`config.mk`:
```
export PLATFORM = sky130hd
export DESIGN_NAME = fma_top
export DESIGN_NICKNAME = d
export VERILOG_FILES = /design/src/source/fma_pkg.sv /design/src/source/fma_align_add.sv /design/src/source/fma_multiply.sv /design/src/source/fma_normalize_round.sv /design/src/source/fma_top.sv /design/src/source/fma_unpack.sv
export VERILOG_INCLUDE_DIRS = /design/src /design/src/include
export SDC_FILE = /design/constraint.sdc
export NUM_CORES = 1
export LEC_CHECK = 0
export BUFFER_PORTS_ARGS = -buffer_cell sky130_fd_sc_hd__buf_2
export CORE_UTILIZATION = 42
export CTS_CLUSTER_DIAMETER = 200
export CTS_CLUSTER_SIZE = 30
export DETAILED_ROUTE_END_ITERATION = 8
export SETUP_SLACK_MARGIN = 0.4
export SYNTH_ARGS = -nofsm -noshare
export SYNTH_HDL_FRONTEND = slang
export SYNTH_SLANG_ARGS = --single-unit
```
`constraint.sdc`:
```
create_clock -name clk -period 18.8 [get_ports clk]
set_clock_uncertainty 0.2 [all_clocks]
set_input_delay 0 -clock clk [delete_from_list [all_inputs] [get_ports clk]]
set_output_delay 0 -clock clk [all_outputs]
set_load 0.01 [all_outputs]
```
`src/include/fma_settings.svh`:
```
`ifndef FMA_SETTINGS_SVH
`define FMA_SETTINGS_SVH

// Half-precision format
`define FP_WIDTH   16
`define EXP_WIDTH  5
`define MAN_WIDTH  10
`define EXP_BIAS   15

// All-ones exponent of Inf
`define EXP_MAX    31

// 11 x 11 significand product with two integer bits
`define PROD_WIDTH 22

// Carry bit, product, three spare low bits
`define SUM_WIDTH  26

`endif

```
`src/source/fma_pkg.sv`:
```
`include "fma_settings.svh"

package fma_pkg;

	typedef struct packed {
		logic                  sign;
		logic [`EXP_WIDTH-1:0] exp;
		logic [`MAN_WIDTH-1:0] man;
	} fp16_t;

	// Operands after the subnormal flush
	typedef struct packed {
		logic  valid;
		fp16_t a;
		fp16_t b;
		fp16_t c;
		logic  prod_zero;                 // a or b is zero
	} unpacked_t;

	typedef struct packed {
		logic                   valid;
		logic                   sign;
		logic signed [6:0]      exp;      // Biased and may leave 1..30
		logic [`PROD_WIDTH-1:0] sig;      // Two integer bits
		fp16_t                  c;
		logic                   prod_zero;
	} product_t;

	// Signed sum before normalization
	typedef struct packed {
		logic                  valid;
		logic                  sign;
		logic signed [6:0]     exp;
		logic [`SUM_WIDTH-1:0] mag;       // Point below bit SUM_WIDTH-3
		logic                  sticky;    // Lost bits under mag[0]
	} sum_t;

endpackage

```
`src/source/fma_align_add.sv`:
```
`include "fma_settings.svh"

module fma_align_add import fma_pkg::*; (
	input  logic     clk,
	input  logic     rst,
	input  product_t in,
	output sum_t     stage
);

	localparam int W     = `SUM_WIDTH;
	localparam int P_PAD = W - 1 - `PROD_WIDTH;   // Zeros below the product
	localparam int C_PAD = W - 3 - `MAN_WIDTH;    // Zeros below the addend

	logic              c_nonzero;
	logic [W-1:0]      mag_p;
	logic [W-1:0]      mag_c;
	logic signed [6:0] exp_p;
	logic signed [6:0] exp_c;
	logic              p_first;
	logic signed [6:0] diff;
	logic [5:0]        shamt;
	logic [W-1:0]      hi;
	logic [W-1:0]      lo_src;
	logic [W-1:0]      lo;
	logic [2*W-1:0]    shifted;
	logic              dropped;
	logic              hi_sign;
	logic              lo_sign;
	sum_t              nxt;

	// Both binary points at bit W-3
	assign c_nonzero = |in.c.exp;
	assign mag_p     = {1'b0, in.sig, {P_PAD{1'b0}}};
	assign mag_c     = {2'b00, c_nonzero, in.c.man, {C_PAD{1'b0}}};

	assign exp_p = in.exp;
	assign exp_c = $signed({2'b00, in.c.exp});

	assign p_first = exp_p >= exp_c;
	assign diff    = p_first ? exp_p - exp_c : exp_c - exp_p;
	assign shamt   = (diff > W) ? 6'(W) : diff[5:0];

	assign hi      = p_first ? mag_p : mag_c;
	assign lo_src  = p_first ? mag_c : mag_p;
	assign hi_sign = p_first ? in.sign : in.c.sign;
	assign lo_sign = p_first ? in.c.sign : in.sign;

	// Lower half catches what falls off the right
	assign shifted = {lo_src, {W{1'b0}}} >> shamt;
	assign lo      = shifted[2*W-1:W];
	assign dropped = |shifted[W-1:0];

	always_comb begin
		nxt.valid  = in.valid;
		nxt.sticky = 1'b0;
		if (in.prod_zero) begin
			// z follows c alone
			nxt.sign = in.c.sign;
			nxt.exp  = exp_c;
			nxt.mag  = mag_c;
		end else if (!c_nonzero) begin
			nxt.sign = in.sign;
			nxt.exp  = exp_p;
			nxt.mag  = mag_p;
		end else begin
			nxt.exp    = p_first ? exp_p : exp_c;
			nxt.sticky = dropped;
			if (in.sign == in.c.sign) begin
				nxt.sign = in.sign;
				nxt.mag  = hi + lo;
			end else if (hi >= lo) begin
				// Borrow for the lost bits keeps sticky as a positive remainder
				nxt.sign = hi_sign;
				nxt.mag  = hi - lo - dropped;
			end else begin
				nxt.sign = lo_sign;
				nxt.mag  = lo - hi;
			end
		end
	end

	always_ff @(posedge clk) begin
		stage <= nxt;
		if (rst) begin
			stage.valid <= 1'b0;
		end
	end

endmodule

```
`src/source/fma_multiply.sv`:
```
`include "fma_settings.svh"

module fma_multiply import fma_pkg::*; (
	input  logic      clk,
	input  logic      rst,
	input  unpacked_t in,
	output product_t  stage
);

	localparam logic signed [6:0] BIAS = `EXP_BIAS;

	logic [`MAN_WIDTH:0] sig_a;
	logic [`MAN_WIDTH:0] sig_b;
	logic signed [6:0]   exp_a;
	logic signed [6:0]   exp_b;
	product_t            nxt;

	// Hidden bit always set as zero operands take the bypass later on
	assign sig_a = {1'b1, in.a.man};
	assign sig_b = {1'b1, in.b.man};

	assign exp_a = $signed({2'b00, in.a.exp});
	assign exp_b = $signed({2'b00, in.b.exp});

	always_comb begin
		nxt.valid     = in.valid;
		nxt.sign      = in.a.sign ^ in.b.sign;
		nxt.exp       = exp_a + exp_b - BIAS;   // One bias removed
		nxt.sig       = sig_a * sig_b;
		nxt.c         = in.c;
		nxt.prod_zero = in.prod_zero;
	end

	always_ff @(posedge clk) begin
		stage <= nxt;
		if (rst) begin
			stage.valid <= 1'b0;
		end
	end

endmodule

```
`src/source/fma_normalize_round.sv`:
```
`include "fma_settings.svh"

module fma_normalize_round import fma_pkg::*; (
	input  logic  clk,
	input  logic  rst,
	input  sum_t  in,
	output fp16_t z,
	output logic  out_valid
);

	localparam int W        = `SUM_WIDTH;
	localparam int LZW      = $clog2(W + 1);
	localparam int FRAC_LSB = W - 1 - `MAN_WIDTH;

	// Leading one at bit W-1 while the point sits below bit W-3
	localparam logic signed [6:0] NORM_ADJ = 2;

	localparam logic [`FP_WIDTH-1:0] SAT_VALUE = {1'b0, {`EXP_WIDTH{1'b1}}, {`MAN_WIDTH{1'b0}}};

	logic [LZW-1:0]        lzc;
	logic [W-1:0]          norm;
	logic signed [6:0]     exp_in;
	logic signed [6:0]     exp_norm;
	logic signed [6:0]     exp_final;
	logic [`MAN_WIDTH-1:0] frac;
	logic                  guard;
	logic                  round_bit;
	logic                  sticky;
	logic                  round_up;
	logic [`MAN_WIDTH+1:0] rounded;
	logic [`MAN_WIDTH-1:0] frac_final;
	fp16_t                 result;

	function automatic logic [LZW-1:0] lead_zeros(input logic [W-1:0] v);
		logic [LZW-1:0] n;
		logic           found;
		n     = '0;
		found = 1'b0;
		for (int i = W - 1; i >= 0; i--) begin
			if (v[i]) begin
				found = 1'b1;
			end else if (!found) begin
				n = n + 1'b1;
			end
		end
		return n;
	endfunction

	assign exp_in   = in.exp;
	assign lzc      = lead_zeros(in.mag);
	assign norm     = in.mag << lzc;
	assign exp_norm = exp_in + NORM_ADJ - $signed(7'(lzc));

	// Fraction under the hidden one, then guard and round
	assign frac      = norm[W-2 -: `MAN_WIDTH];
	assign guard     = norm[FRAC_LSB-1];
	assign round_bit = norm[FRAC_LSB-2];
	assign sticky    = (|norm[FRAC_LSB-3:0]) | in.sticky;
	assign round_up  = guard & (round_bit | sticky | frac[0]);   // Ties to even
	assign rounded   = {2'b01, frac} + round_up;

	always_comb begin
		if (rounded[`MAN_WIDTH+1]) begin
			// Carry out of 1.111..1
			exp_final  = exp_norm + 7'sd1;
			frac_final = rounded[`MAN_WIDTH:1];
		end else begin
			exp_final  = exp_norm;
			frac_final = rounded[`MAN_WIDTH-1:0];
		end
	end

	// ReLU with underflow flushed to zero
	always_comb begin
		result = '0;
		if (!in.sign && (in.mag != '0) && (exp_final > 0)) begin
			if (exp_final >= `EXP_MAX) begin
				result = SAT_VALUE;
			end else begin
				result = '{sign: 1'b0, exp: exp_final[`EXP_WIDTH-1:0], man: frac_final};
			end
		end
	end

	always_ff @(posedge clk) begin
		if (rst) begin
			out_valid <= 1'b0;
		end else begin
			out_valid <= in.valid;
		end
		if (in.valid) begin
			z <= result;   // Held until the next result
		end
	end

endmodule

```
`src/source/fma_top.sv`:
```
module fma_top import fma_pkg::*; (
	input  logic  clk,
	input  logic  rst,
	input  logic  in_valid,
	input  fp16_t a,
	input  fp16_t b,
	input  fp16_t c,
	output fp16_t z,
	output logic  out_valid
);

	unpacked_t unpacked;
	product_t  product;
	sum_t      sum;

	fma_unpack u_unpack (
		.clk      (clk),
		.rst      (rst),
		.in_valid (in_valid),
		.a        (a),
		.b        (b),
		.c        (c),
		.stage    (unpacked)
	);

	fma_multiply u_multiply (
		.clk   (clk),
		.rst   (rst),
		.in    (unpacked),
		.stage (product)
	);

	fma_align_add u_align_add (
		.clk   (clk),
		.rst   (rst),
		.in    (product),
		.stage (sum)
	);

	fma_normalize_round u_normalize_round (
		.clk       (clk),
		.rst       (rst),
		.in        (sum),
		.z         (z),
		.out_valid (out_valid)
	);

endmodule

```
`src/source/fma_unpack.sv`:
```
module fma_unpack import fma_pkg::*; (
	input  logic      clk,
	input  logic      rst,
	input  logic      in_valid,
	input  fp16_t     a,
	input  fp16_t     b,
	input  fp16_t     c,
	output unpacked_t stage
);

	fp16_t     a_ftz;
	fp16_t     b_ftz;
	fp16_t     c_ftz;
	unpacked_t nxt;

	// Subnormal becomes zero of the same sign
	function automatic fp16_t flush(input fp16_t x);
		fp16_t y;
		y = x;
		if (x.exp == '0) begin
			y.man = '0;
		end
		return y;
	endfunction

	assign a_ftz = flush(a);
	assign b_ftz = flush(b);
	assign c_ftz = flush(c);

	always_comb begin
		nxt.valid     = in_valid;
		nxt.a         = a_ftz;
		nxt.b         = b_ftz;
		nxt.c         = c_ftz;
		nxt.prod_zero = (a_ftz.exp == '0) || (b_ftz.exp == '0);
	end

	always_ff @(posedge clk) begin
		stage <= nxt;
		if (rst) begin
			stage.valid <= 1'b0;
		end
	end

endmodule

```
==> out/metrics.yaml <==
die:
  top_level_ports: 68
  row_count: 78
  die_area_um2: 47800
  fp.coreArea_um2: 45800
  start_util_pct: 43.0
  die-width_um: 219
  dieHeight_um: 219
finish:
  nets: 2856
  seqCellArea_um2: 3150
  insertedDiodeCount: 0
  fin_cells: 3130
  fill_cells: 4475
  drive_gt1_share_pct: 8.22
  syn2layout_area_growth_pct: 10.0
  multiInputGateArea_um2: 15200
worst_setup_path:
  r2r_setup_slack_ns: 2.16
  crit_type: "reg2reg"
  crit_path_frequent_cell: "ha_1"
  crit_path_max_incr_delay_ns: 0.81
  crit_fanout: 16
  endpoint_kind: "flip-flop"
  reg2regPathDepth: 81
  startpoint_type: "flip-flop"
  crit_arrival_ns: 16.66
  cp.required_ns: 18.82
  rr_startpoint: "u_align_add.stage[25]"
  worst_r2r_endpoint: "u_normalize_round.z[1]"
  slowest_stage: "xnor2_1"
grt:
  grt_pass1_vias: 17800
  grt_max_degree: 51
  grt.total_usage_pct: 23.7
  grt_pass1_wl_um: 90600
  overflow: 0
  antenna_found_initial: 0
yosys:
  ys_ff_latch: 150
  yosysUniqueCellTypes: 108
  synth_area_leaders: "dfxtp_1 14%, ha_1 12%, fa_1 11%"
  synth_edf_count: 15
  yosysTopAreaCell: "dfxtp_1"
  syn_inst: 2472
  synth.most_common_cell: "nand2_1"
  yosysWarnings: 0
  avgSynthCellArea_um2: 7.97
  ys_top_cells_by_count: "236 x nand2_1, 232 x inv_1, 182 x ha_1, 182 x nor2_1, 147 x a21oi_1"
  syn_area_um2: 19700
  synth-seq-area-share_pct: 16.0
  synth_async_sr_flop_share_pct: 0
  synth_top_area_share_pct: 13.7
  synth_fp_nets: 2811
  synth_ff_type: "dfxtp_1"
min_path:
  hold_path.class: "in2reg"
  min_path_cells: 3
  worstHoldStart: "a[7]"
  hold_end: "u_unpack.stage[40]"
sta:
  hold_violations: 0
  rsz0062_at_grt: "false"
  setup_violations: 0
  finalCritPeriodShare_pct: 88.5
  period_needed_ns: 16.64
  final.setup.tns_ns: 0
  slew_headroom_pct: 27.4
  worst_pin_slew_ns: 1.09
  slew_viol_final: 0
  max_freq_mhz: 60.1
placed_design:
  port_buffers: 66
  gp_congestion: 0.954
  dpl.hpwl_um: 43900
  dp_cells: 3030
routing:
  drc: 0
  ant_nets: 0
  drtIter0Drc: 1219
  route.vias.total: 17900
  routed_via_density: 5.72
  drt-pass1-iter-count: 7
  avgRoutedWirePerCell_um: 17.9
  wl_um: 56000
clock_tree:
  clockRootBuffer: "clkbuf_16"
  numCtsBuffers: 17
  cts_sinks: 150
  cts_max_level: 4
  clk_path_buf_depth: 2
  path_clk_slew_ns: 0.07
  cts_tree: "yes"
  insertion_delay_ns: 0.48
job:
  drv_cap: 0
run_status:
  status: "finished, final reports clean"
[layout make-up]
cell class                 count  share of cell area [%]
clock buffer                  18                    1.98
clock inverter                14                   0.652
inverter                     235                    4.07
sequential                   150                    14.6
multi-input combinational   1962                    70.0
tap                          600                    3.46
timing repair buffer         151                    5.25
[placed cells by master, fill, tap and decap left out, types with 10 or more instances in the layout]
cell type and n:
nand2_1 236, inv_1 232, nor2_1 182, ha_1 182, a21oi_1 146, dfxtp_1 135, o21ai_0 109, fa_1 106
mux2i_1 90, and2_1 85, xnor2_1 80, dlygate4sd3_1 68, nor3_1 67, buf_2 66, nand3_1 65, nor2b_1 62
a21o_1 34, xor2_1 31, o211ai_1 30, a31oi_1 29, nand2b_1 28, o21bai_1 23, a211oi_1 22, mux2_2 21
and3_1 19, o31ai_1 19, clkbuf_16 17, buf_4 17, nand4_1 16, nor4_1 15, edfxtp_1 15, a21boi_0 14
a221oi_1 12, o21a_1 11, o22ai_1 11, or3_1 10, or2_2 10
[stage by stage]
stage	hold WS (ns)	cell area, um2	utilization (%)	setup WS (ns)
after floorplan	-0.172	19700	-	4.07
after global placement	-0.0955	20400	44.6	3.19
after detailed placement	-0.0917	20400	44.6	2.43
after CTS	0.0226	21700	47.3	2.37
after global routing	0.0590	21700	47.3	0.759
final	0.0631	21700	47.3	2.16
[layer usage]
metal  global-route usage [%]  up-vias  part of all wire, %
met5                        0        -                    0
met2                     41.5      477                   49
met3                     3.70      109                  4.9
met4                     10.2        0                  3.4
met1                     28.5     8625                   42
li1                         -     8708                    -
[worst max-delay path: cells and delay by family, from the launching register on]
| family | cells | cell delay (ns) |
|---|---|---|
| adder cells (fa/ha/maj) | 14 | 4.06 |
| buffers and inverters | 4 | 0.30 |
| multiplexers | 12 | 1.78 |
| flip-flops | 1 | 0.54 |
| AND/OR/NAND/NOR | 23 | 3.32 |
| XOR/XNOR | 5 | 2.40 |
| AO/OA/AOI/OAI | 23 | 3.75 |
[state kept, by name (all words and copies together), names as in the netlist]
signal	cells
u_unpack.stage	50
u_multiply.stage	48
u_normalize_round.z	15
u_normalize_round.out_valid	1
u_align_add.stage	36
[cells by family after synthesis]
logic type	count (synthesis)	synth area share, %
and+or+nand+nor	846	21.6
AOI/OAI and AO/OA	583	20.0
buffers and inverters	360	7.19
adders and majority gates	289	22.4
DFF	150	16.0
xor gates and xnor gates	123	6.06
muxes	120	6.76
other	1	0.0190
[worst max path at each step]
stage	start	to
2_1_floorplan	u_align_add.stage[25]	u_normalize_round.z[9]
3_3_place_gp	u_align_add.stage[25]	u_normalize_round.z[9]
3_5_place_dp	u_align_add.stage[25]	u_normalize_round.z[7]
4_1_cts	u_align_add.stage[25]	u_normalize_round.z[1]
5_1_grt	u_align_add.stage[25]	u_normalize_round.z[1]
6_report	u_align_add.stage[25]	u_normalize_round.z[1]
[timing repair]
item | in CTS | in global routing
buffers inserted | 0 | 0
hold buffers | 68 | 0
endpoints found under the hold margin | 53 | 0
gates resized for setup | 0 | 0
Power is left out: the tool's default activity adds up to more than one toggle a clock period on the data nets, which glitch-free logic cannot reach.
